File: src/cpu_types_pkg.sv
`default_nettype none

package cpu_types_pkg;

        // basic widths, all fixed by the isa
        typedef logic [31:0] word_t;
        typedef logic [4:0]  regbits_t;

        // primary opcodes of the supported subset
        typedef enum logic [5:0] {
                op_rtype = 6'h00,
                op_j     = 6'h02,
                op_jal   = 6'h03,
                op_beq   = 6'h04,
                op_bne   = 6'h05,
                op_addiu = 6'h09,
                op_slti  = 6'h0a,
                op_sltiu = 6'h0b,
                op_andi  = 6'h0c,
                op_ori   = 6'h0d,
                op_xori  = 6'h0e,
                op_lui   = 6'h0f,
                op_lw    = 6'h23,
                op_sw    = 6'h2b,
                op_halt  = 6'h3f
        } opcode_t;

        // r-type funct field
        typedef enum logic [5:0] {
                fn_sll  = 6'h00,
                fn_srl  = 6'h02,
                fn_jr   = 6'h08,
                fn_addu = 6'h21,
                fn_subu = 6'h23,
                fn_and  = 6'h24,
                fn_or   = 6'h25,
                fn_xor  = 6'h26,
                fn_nor  = 6'h27,
                fn_slt  = 6'h2a,
                fn_sltu = 6'h2b
        } funct_t;

        // alu_add is zero so an all-zero ctrl_t is a clean bubble
        typedef enum logic [3:0] {
                alu_add, alu_sub, alu_and, alu_or, alu_xor,
                alu_nor, alu_slt, alu_sltu, alu_sll, alu_srl
        } aluop_t;

        // the three instruction formats
        typedef struct packed {
                opcode_t     opcode;
                regbits_t    rs;
                regbits_t    rt;
                regbits_t    rd;
                logic [4:0]  shamt;
                funct_t      funct;
        } r_type_t;

        typedef struct packed {
                opcode_t     opcode;
                regbits_t    rs;
                regbits_t    rt;
                logic [15:0] imm;
        } i_type_t;

        typedef struct packed {
                opcode_t     opcode;
                logic [25:0] addr;
        } j_type_t;

        // one fetched word, three views
        typedef union packed {
                r_type_t r;
                i_type_t i;
                j_type_t j;
        } instr_u;

        // decoded control bits
        typedef struct packed {
                logic   reg_wr;
                logic   reg_dst;
                logic   alu_src;
                aluop_t alu_ctr;
                logic   mem_wr;
                logic   mem_rd;
                logic   mem_to_reg;
                logic   beq;
                logic   bne;
                logic   jump;
                logic   jal;
                logic   jr;
                logic   lui;
                logic   halt;
        } ctrl_t;

        // bundle held in the id/ex register
        typedef struct packed {
                ctrl_t       ctrl;
                word_t       pcplusfour;
                word_t       rdat1;
                word_t       rdat2;
                word_t       ext_imm;
                logic [4:0]  shamt;
                regbits_t    rt;
                regbits_t    rd;
                logic [25:0] j_addr;
        } idex_t;

        // everything execute hands to the later stages
        typedef struct packed {
                word_t    result;
                word_t    store_data;
                logic     mem_rd;
                logic     mem_wr;
                logic     reg_wr;
                regbits_t wsel;
                logic     redirect;
                word_t    next_pc;
                logic     halt;
        } exec_out_t;

endpackage

`default_nettype wire
File: src/decode_execute.sv
`timescale 1ns/100ps
`default_nettype none

module decode_execute (
        input  logic                     CLK,
        input  logic                     nRST,
        input  cpu_types_pkg::instr_u    instr,
        input  cpu_types_pkg::word_t     pcplusfour,
        input  logic                     wb_en,
        input  cpu_types_pkg::regbits_t  wb_sel,
        input  cpu_types_pkg::word_t     wb_data,
        output cpu_types_pkg::exec_out_t ex
);
        import cpu_types_pkg::*;

        ctrl_t ctrl;
        word_t ext_imm;
        word_t rdat1;
        word_t rdat2;
        idex_t id_bundle;
        idex_t ex_bundle;

        // decode side
        control_unit u_control_unit (
                .instr   (instr),
                .ctrl    (ctrl),
                .ext_imm (ext_imm)
        );

        // write port belongs to write-back, outside this slice
        register_file u_register_file (
                .CLK   (CLK),
                .nRST  (nRST),
                .wen   (wb_en),
                .wsel  (wb_sel),
                .rsel1 (instr.i.rs),
                .rsel2 (instr.i.rt),
                .wdat  (wb_data),
                .rdat1 (rdat1),
                .rdat2 (rdat2)
        );

        // bundle for id/ex
        assign id_bundle.ctrl       = ctrl;
        assign id_bundle.pcplusfour = pcplusfour;
        assign id_bundle.rdat1      = rdat1;
        assign id_bundle.rdat2      = rdat2;
        assign id_bundle.ext_imm    = ext_imm;
        assign id_bundle.shamt      = instr.r.shamt;
        assign id_bundle.rt         = instr.i.rt;
        assign id_bundle.rd         = instr.r.rd;
        assign id_bundle.j_addr     = instr.j.addr;

        idecode_iexec u_idecode_iexec (
                .CLK  (CLK),
                .nRST (nRST),
                .id   (id_bundle),
                .ex   (ex_bundle)
        );

        // execute side
        execute_stage u_execute_stage (
                .ex_in  (ex_bundle),
                .ex_out (ex)
        );

endmodule

`default_nettype wire

File: src/execute_stage.sv
`timescale 1ns/100ps
`default_nettype none

module execute_stage (
        input  cpu_types_pkg::idex_t     ex_in,
        output cpu_types_pkg::exec_out_t ex_out
);
        import cpu_types_pkg::*;

        word_t op_a;
        word_t op_b;
        word_t alu_val;
        word_t br_target;
        word_t j_target;
        logic  equal;
        logic  br_taken;

        // operand select
        assign op_a = ex_in.rdat1;
        assign op_b = ex_in.ctrl.alu_src ? ex_in.ext_imm : ex_in.rdat2;

        // alu
        always_comb begin
                case (ex_in.ctrl.alu_ctr)
                        alu_add:  alu_val = op_a + op_b;
                        alu_sub:  alu_val = op_a - op_b;
                        alu_and:  alu_val = op_a & op_b;
                        alu_or:   alu_val = op_a | op_b;
                        alu_xor:  alu_val = op_a ^ op_b;
                        alu_nor:  alu_val = ~(op_a | op_b);
                        alu_slt:  alu_val = {31'd0, $signed(op_a) < $signed(op_b)};
                        alu_sltu: alu_val = {31'd0, op_a < op_b};
                        // shifts act on rt by shamt
                        alu_sll:  alu_val = ex_in.rdat2 << ex_in.shamt;
                        alu_srl:  alu_val = ex_in.rdat2 >> ex_in.shamt;
                        default:  alu_val = '0;
                endcase
        end

        // branch compare on the raw register values
        assign equal    = (ex_in.rdat1 == ex_in.rdat2);
        assign br_taken = (ex_in.ctrl.beq && equal) || (ex_in.ctrl.bne && !equal);

        // pc+4 plus word offset
        assign br_target = ex_in.pcplusfour + {ex_in.ext_imm[29:0], 2'b00};
        // region bits kept from pc+4
        assign j_target  = {ex_in.pcplusfour[31:28], ex_in.j_addr, 2'b00};

        always_comb begin
                // result mux, lui and jal override the alu
                if (ex_in.ctrl.lui) begin
                        ex_out.result = {ex_in.ext_imm[15:0], 16'h0000};
                end else if (ex_in.ctrl.jal) begin
                        ex_out.result = ex_in.pcplusfour;
                end else begin
                        ex_out.result = alu_val;
                end

                // destination
                if (ex_in.ctrl.jal) begin
                        ex_out.wsel = 5'd31;
                end else if (ex_in.ctrl.reg_dst) begin
                        ex_out.wsel = ex_in.rd;
                end else begin
                        ex_out.wsel = ex_in.rt;
                end

                // redirect
                ex_out.redirect = br_taken || ex_in.ctrl.jump || ex_in.ctrl.jr;
                if (ex_in.ctrl.jr) begin
                        ex_out.next_pc = ex_in.rdat1;
                end else if (ex_in.ctrl.jump) begin
                        ex_out.next_pc = j_target;
                end else if (br_taken) begin
                        ex_out.next_pc = br_target;
                end else begin
                        ex_out.next_pc = ex_in.pcplusfour;
                end

                // straight through to mem and wb
                ex_out.store_data = ex_in.rdat2;
                ex_out.mem_rd     = ex_in.ctrl.mem_rd;
                ex_out.mem_wr     = ex_in.ctrl.mem_wr;
                ex_out.reg_wr     = ex_in.ctrl.reg_wr;
                ex_out.halt       = ex_in.ctrl.halt;
        end

endmodule

`default_nettype wire

File: src/idecode_iexec.sv
`timescale 1ns/100ps
`default_nettype none

module idecode_iexec (
        input  logic                 CLK,
        input  logic                 nRST,
        input  cpu_types_pkg::idex_t id,
        output cpu_types_pkg::idex_t ex
);

        // id/ex pipeline register
        // loads every edge, no stall or flush in this slice
        // reset empties it so the first cycle is a bubble
        always_ff @(posedge CLK, negedge nRST) begin
                if (!nRST) begin
                        ex <= '0;
                end else begin
                        // whole bundle in one go
                        // mem_rd and mem_wr each latched from their own bit
                        ex <= id;
                end
        end

endmodule

`default_nettype wire

File: src/register_file.sv
`timescale 1ns/100ps
`default_nettype none

module register_file (
        input  logic                   CLK,
        input  logic                   nRST,
        input  logic                   wen,
        input  cpu_types_pkg::regbits_t wsel,
        input  cpu_types_pkg::regbits_t rsel1,
        input  cpu_types_pkg::regbits_t rsel2,
        input  cpu_types_pkg::word_t    wdat,
        output cpu_types_pkg::word_t    rdat1,
        output cpu_types_pkg::word_t    rdat2
);
        import cpu_types_pkg::*;

        // 32 architectural registers
        word_t regs [32];

        // write on the edge, register zero never written
        always_ff @(posedge CLK, negedge nRST) begin
                if (!nRST) begin
                        for (int i = 0; i < 32; i++) begin
                                regs[i] <= '0;
                        end
                end else if (wen && (wsel != 5'd0)) begin
                        regs[wsel] <= wdat;
                end
        end

        // combinational reads, no same-cycle bypass
        assign rdat1 = (rsel1 == 5'd0) ? '0 : regs[rsel1];
        assign rdat2 = (rsel2 == 5'd0) ? '0 : regs[rsel2];

endmodule

`default_nettype wire

File: src/control_unit.sv
`timescale 1ns/100ps
`default_nettype none

module control_unit (
        input  cpu_types_pkg::instr_u instr,
        output cpu_types_pkg::ctrl_t  ctrl,
        output cpu_types_pkg::word_t  ext_imm
);
        import cpu_types_pkg::*;

        // andi/ori/xori take a zero-extended immediate
        logic zero_ext;

        always_comb begin
                // unknown encodings fall out as all zero
                ctrl     = '0;
                zero_ext = 1'b0;
                case (instr.i.opcode)
                        op_rtype: begin
                                ctrl.reg_dst = 1'b1;
                                ctrl.reg_wr  = 1'b1;
                                // funct comes from the r-type view
                                case (instr.r.funct)
                                        fn_addu: ctrl.alu_ctr = alu_add;
                                        fn_subu: ctrl.alu_ctr = alu_sub;
                                        fn_and:  ctrl.alu_ctr = alu_and;
                                        fn_or:   ctrl.alu_ctr = alu_or;
                                        fn_xor:  ctrl.alu_ctr = alu_xor;
                                        fn_nor:  ctrl.alu_ctr = alu_nor;
                                        fn_slt:  ctrl.alu_ctr = alu_slt;
                                        fn_sltu: ctrl.alu_ctr = alu_sltu;
                                        fn_sll:  ctrl.alu_ctr = alu_sll;
                                        fn_srl:  ctrl.alu_ctr = alu_srl;
                                        fn_jr: begin
                                                // jr only redirects, no write
                                                ctrl = '0;
                                                ctrl.jr = 1'b1;
                                        end
                                        default: ctrl = '0;
                                endcase
                        end
                        op_addiu: begin
                                ctrl.reg_wr  = 1'b1;
                                ctrl.alu_src = 1'b1;
                                ctrl.alu_ctr = alu_add;
                        end
                        op_slti: begin
                                ctrl.reg_wr  = 1'b1;
                                ctrl.alu_src = 1'b1;
                                ctrl.alu_ctr = alu_slt;
                        end
                        op_sltiu: begin
                                ctrl.reg_wr  = 1'b1;
                                ctrl.alu_src = 1'b1;
                                ctrl.alu_ctr = alu_sltu;
                        end
                        op_andi: begin
                                ctrl.reg_wr  = 1'b1;
                                ctrl.alu_src = 1'b1;
                                ctrl.alu_ctr = alu_and;
                                zero_ext     = 1'b1;
                        end
                        op_ori: begin
                                ctrl.reg_wr  = 1'b1;
                                ctrl.alu_src = 1'b1;
                                ctrl.alu_ctr = alu_or;
                                zero_ext     = 1'b1;
                        end
                        op_xori: begin
                                ctrl.reg_wr  = 1'b1;
                                ctrl.alu_src = 1'b1;
                                ctrl.alu_ctr = alu_xor;
                                zero_ext     = 1'b1;
                        end
                        op_lui: begin
                                ctrl.reg_wr = 1'b1;
                                ctrl.lui    = 1'b1;
                        end
                        op_lw: begin
                                // address is rs + sign-extended offset
                                ctrl.reg_wr     = 1'b1;
                                ctrl.alu_src    = 1'b1;
                                ctrl.mem_rd     = 1'b1;
                                ctrl.mem_to_reg = 1'b1;
                        end
                        op_sw: begin
                                ctrl.alu_src = 1'b1;
                                ctrl.mem_wr  = 1'b1;
                        end
                        op_beq: begin
                                ctrl.beq     = 1'b1;
                                ctrl.alu_ctr = alu_sub;
                        end
                        op_bne: begin
                                ctrl.bne     = 1'b1;
                                ctrl.alu_ctr = alu_sub;
                        end
                        op_j:    ctrl.jump = 1'b1;
                        op_jal: begin
                                // destination forced to r31 in execute
                                ctrl.jump   = 1'b1;
                                ctrl.jal    = 1'b1;
                                ctrl.reg_wr = 1'b1;
                        end
                        op_halt: ctrl.halt = 1'b1;
                        default: ctrl = '0;
                endcase
        end

        // immediate extension
        assign ext_imm = zero_ext ? {16'h0000, instr.i.imm} :
                                    {{16{instr.i.imm[15]}}, instr.i.imm};

endmodule

`default_nettype wire

File: config.mk
export PLATFORM = sky130hd
export DESIGN_NAME = decode_execute
export DESIGN_NICKNAME = d
export VERILOG_FILES = /design/src/cpu_types_pkg.sv /design/src/decode_execute.sv /design/src/execute_stage.sv /design/src/idecode_iexec.sv /design/src/register_file.sv /design/src/control_unit.sv
export SDC_FILE = /design/constraint.sdc
export NUM_CORES = 2
export LEC_CHECK = 0
export ABC_CLOCK_PERIOD_IN_PS = 3800
export BUFFER_PORTS_ARGS = -buffer_cell sky130_fd_sc_hd__buf_4
export CELL_PAD_IN_SITES_DETAIL_PLACEMENT = 1
export CELL_PAD_IN_SITES_GLOBAL_PLACEMENT = 2
export CORE_UTILIZATION = 35
export CTS_BUF_LIST = sky130_fd_sc_hd__clkbuf_4
export DETAILED_ROUTE_END_ITERATION = 10
export PLACE_DENSITY_LB_ADDON = 0.1
export SLEW_MARGIN = 0
export SYNTH_ARGS = -nofsm -noshare
export SYNTH_HDL_FRONTEND = slang
export SYNTH_SLANG_ARGS = --single-unit
File: constraint.sdc
create_clock -name CLK -period 3.8 [get_ports CLK]
set_clock_uncertainty 0.1 [all_clocks]
set_input_delay 0.19 -clock CLK [delete_from_list [all_inputs] [get_ports CLK]]
set_output_delay 0.19 -clock CLK [all_outputs]
set_load 0.05 [all_outputs]
==> out/qor.txt <==
LOGIC SYNTHESIS
----------------------------------------------------------------------------------------------------
Asr flop ratio synth                                                                           1.000
Top cells by area in the synthesized netlist                                            sky130_fd_sc_hd__dfrtp_1 41%, sky130_fd_sc_hd__mux4_2 22%, sky130_fd_sc_hd__mux2_2 16%, sky130_fd_sc_hd__ha_1 2.3%, sky130_fd_sc_hd__clkbuf_1 1.9%
Total standard cell area after synthesis                                                 70360 sq um
Seq cells post-synth                                                                            1163
Number of enable flip-flop cells after synthesis                                                   0
Number of warnings reported in the yosys synthesis log                                             0
Post-Syn Nets                                                                                   5516
Syn Area/Cell                                                                            13.32 sq um
Leading area contributor after synthesis                                                sky130_fd_sc_hd__dfrtp_1
Portion of synthesized cell area occupied by the leading cell type                            0.4136
Count of mapped cells out of synthesis                                                          5281
Sequential cell area fraction in the yosys report                                             0.4136
Count of cell types in the netlist                                                               103
Flip-flop cell with the highest count after synthesis                                   sky130_fd_sc_hd__dfrtp_1

TIMING
----------------------------------------------------------------------------------------------------
Count of final hold-check violations                                                               0
Total setup violations reported at the end of the flow                                            63
Fmax achieved                                                                              183.4 MHz
Final sum of negative setup slack                                                          -71130 ps
Post-route fraction of the period consumed by the critical path                                1.435
Slew headroom                                                                                 0.2014
Final setup slack of the worst path                                                         -1652 ps
Shortest period the worst path allows                                                        5452 ps
Number of max-slew violations in the final report                                                  0
RSZ-0062 raised after global routing                                                            true
Slew at the pin closest to its max-slew limit                                                1196 ps

CTS
----------------------------------------------------------------------------------------------------
Clock tree from TritonCTS                                                                        yes
Clock latency reported for the late side of the worst-skew pair                              1380 ps
Buffers from clock root to sink, at most                                                           4
Clock-pin slew reported for the worst setup and hold paths after clock tree synthesis          60 ps
Total CTS buffers                                                                                350
Maximum level of the CTS H-tree                                                                    5
CTS sink cnt                                                                                    1163
Library cell used as clock root buffer                                                  sky130_fd_sc_hd__clkbuf_4

WORST HOLD PATH
----------------------------------------------------------------------------------------------------
Path class of the lowest-slack min-delay path                                           primary input to register

ROUTE
----------------------------------------------------------------------------------------------------
Vias post-DR                                                                                   53878
Total Wirelength                                                                           305100 um
Average wire per cell in the routed design                                                  33.13 um
DRC                                                                                                0
Final antenna-violating net count                                                                  0
Number of DRC markers after the initial detailed-route iteration                                4041
Number of detailed-route iterations in the first pass                                              8
Average vias per placed instance                                                               5.849

WORST SETUP PATH
----------------------------------------------------------------------------------------------------
Startpoint type of the worst setup path                                                     register
Register-to-register setup slack                                                             1420 ps
Critical path class                                                                     register to output pin
Data arrival, critical path                                                                  5160 ps
Max Fanout on Critical Path                                                                        6
Crit end category                                                                         output pin
Critical Path RT                                                                             3510 ps

FLOORPLAN
----------------------------------------------------------------------------------------------------
Core footprint                                                                          199700 sq um
Die footprint                                                                           202800 sq um
Standard-cell rows                                                                               164
I/O pins                                                                                         210
Die Width                                                                                   450.4 um
Starting Density                                                                              0.3524
Height of the die                                                                           450.4 um

GLOBAL ROUTING
----------------------------------------------------------------------------------------------------
Via count of the first global-routing pass                                                     57941
Remaining global-route overflow                                                                    0
Antenna violations before repair                                                                  14
Maximum number of pins on one net before global-route repair                                     116
Wire length of the first global-routing pass                                               437900 um
Total routing resource utilization after global routing                                       0.3001

POWER
----------------------------------------------------------------------------------------------------
Static leakage power                                                                        38.99 nW
Maximum ir drop on the vdd rail                                                          0.0003215 V
Total power per unit cell area                                                          549.0 nW/um^2

PLACEMENT
----------------------------------------------------------------------------------------------------
Final Wtd Congestion                                                                           1.007
Sum of net half-perimeters after detailed placement                                        201800 um
Number of buffers added on ports                                                                 209

CELLS AND AREA
----------------------------------------------------------------------------------------------------
Commonest cells after routing, fill and taps aside                                      1139 x sky130_fd_sc_hd__dfrtp_1, 986 x sky130_fd_sc_hd__mux2_2, 771 x sky130_fd_sc_hd__buf_4
Most common cell after layout, fill and taps aside                                      sky130_fd_sc_hd__dfrtp_1
Share of final-layout standard cells stronger than drive strength 1                           0.5611
Number of nets in the final layout                                                              6542
Number of fill cells                                                                           20414
Area added between synthesis and finish                                                       28.05%
Final core utilization                                                                        0.4513

JOB
----------------------------------------------------------------------------------------------------
Total of max-cap violations                                                                        0

STATUS
----------------------------------------------------------------------------------------------------
Result of the run                                                                       finished, violations left
Violations in the final reports                                                         setup timing

[cell families (layout without fill, tap and decap cells)]
group / count (synthesis) / in the layout / synth area share
xor gates and xnor gates: 58 / 58 / 0.007220
adders and majority gates: 131 / 131 / 0.02362
muxes: 1829 / 1830 / 0.4021
buffers and inverters: 701 / 1963 / 0.04149
and+or+nand+nor: 717 / 717 / 0.04759
DFF: 1163 / 1163 / 0.4136
AOI/OAI and AO/OA: 682 / 682 / 0.06438
other: 0 / 11 / 0
[report_power, final]
part	switching, W	total [W]	internal [W]
combinational	0.0107	0.0208	0.0102
clock	0.00576	0.0119	0.00617
sequential	0.00199	0.0167	0.0147
[worst paths after layout]
path | start | to | depth (start not counted)
setup reg to reg | u_register_file.regs[20] | u_idecode_iexec.ex[125] | 4
min in group asynchronous | nRST | u_register_file.regs[326] | 5
hold / removal | instr[4] | u_idecode_iexec.ex[4] | 3
hold reg to reg | u_register_file.regs[1021] | u_register_file.regs[1021] | 0
setup / recovery | u_idecode_iexec.ex[183] | ex[105] | 16
max in group asynchronous | nRST | u_register_file.regs[346] | 7
[cell usage after synthesis, drive strengths merged (12+ instances only)]
library cell / count
mux4: 697
nand2: 196
o21ai: 140
dfrtp: 1163
a31oi: 22
a21oi: 197
ha: 128
a221oi: 29
clkbuf: 364
mux2i: 130
nor4: 28
o21a: 12
o2111ai: 18
nor2b: 22
a221o: 13
nand3: 30
nand2b: 17
inv: 107
o21bai: 17
a211oi: 35
a21o: 25
buf: 227
xnor2: 14
o22ai: 23
or2: 13
o211ai: 18
nand4: 20
or3: 19
nor2: 278
a22oi: 26
nor3: 37
mux2: 1002
xor2: 44
[repair_timing]
action	in CTS	in global routing
setup buffers	74	57
hold buffers	264	0
gates cloned	5	0
setup endpoints to repair	63	63
resized for setup	524	212
pin swaps	155	138
endpoints found under the hold margin	2294	0
[metrics by stage]
step | instances | area (sq um) | total power, W | hold slack (ps) | worst slack [ps]
2_1_floorplan | 5281 | 70620 | 0.02670 | -205.6 | -403.1
3_3_place_gp | 8235 | 79060 | 0.03444 | 65.61 | -695.7
3_5_place_dp | 8235 | 79060 | 0.03479 | 75.38 | -650.1
4_1_cts | 9162 | 88780 | 0.04891 | 10.05 | -1791
5_1_grt | 9208 | 90090 | 0.05183 | 76.82 | -1843
6_report | 9211 | 90100 | 0.04946 | 147.9 | -1652
[area by class of cell]
class	count	area, sq um	share of cell area
multi-input cells	3418	41210	0.4574
flip-flops and latches	1163	29140	0.3234
repair buffers	1264	11820	0.1311
clock buffers	511	3836	0.04258
well taps	2656	3323	0.03689
inverters	110	420.4	0.004666
clock inverters	78	330.3	0.003666
diodes	11	27.53	0.0003055
[worst max-delay path, cell delays in order, from the launching register on]
cell and delay [ps]:
sky130_fd_sc_hd__dfrtp_2 410, sky130_fd_sc_hd__buf_6 220, sky130_fd_sc_hd__and2_4 220, sky130_fd_sc_hd__buf_12 130, sky130_fd_sc_hd__a21oi_2 50, sky130_fd_sc_hd__ha_1 330, sky130_fd_sc_hd__or2_4 150, sky130_fd_sc_hd__nor2_1 50
sky130_fd_sc_hd__a211o_1 290, sky130_fd_sc_hd__a31o_2 250, sky130_fd_sc_hd__and2_4 170, sky130_fd_sc_hd__a2111oi_4 390, sky130_fd_sc_hd__o311ai_1 160, sky130_fd_sc_hd__nor3b_1 150, sky130_fd_sc_hd__a222oi_1 460, sky130_fd_sc_hd__buf_4 210
sky130_fd_sc_hd__buf_8 140
[metal layers]
layer / up-vias / track usage / share of wire
met3: 509 / 0.04861 / 0.047
met2: 1557 / 0.4831 / 0.48
met4: 6 / 0.1172 / 0.041
met1: 29354 / 0.4048 / 0.43
met5: - / 0 / 0.00011
li1: 22452 / - / -
[registers in the layout, indices dropped and copies added (netlist names)]
name	flops
u_idecode_iexec.ex	139
u_register_file.regs	1024
Power figures use the tool's default switching activity.
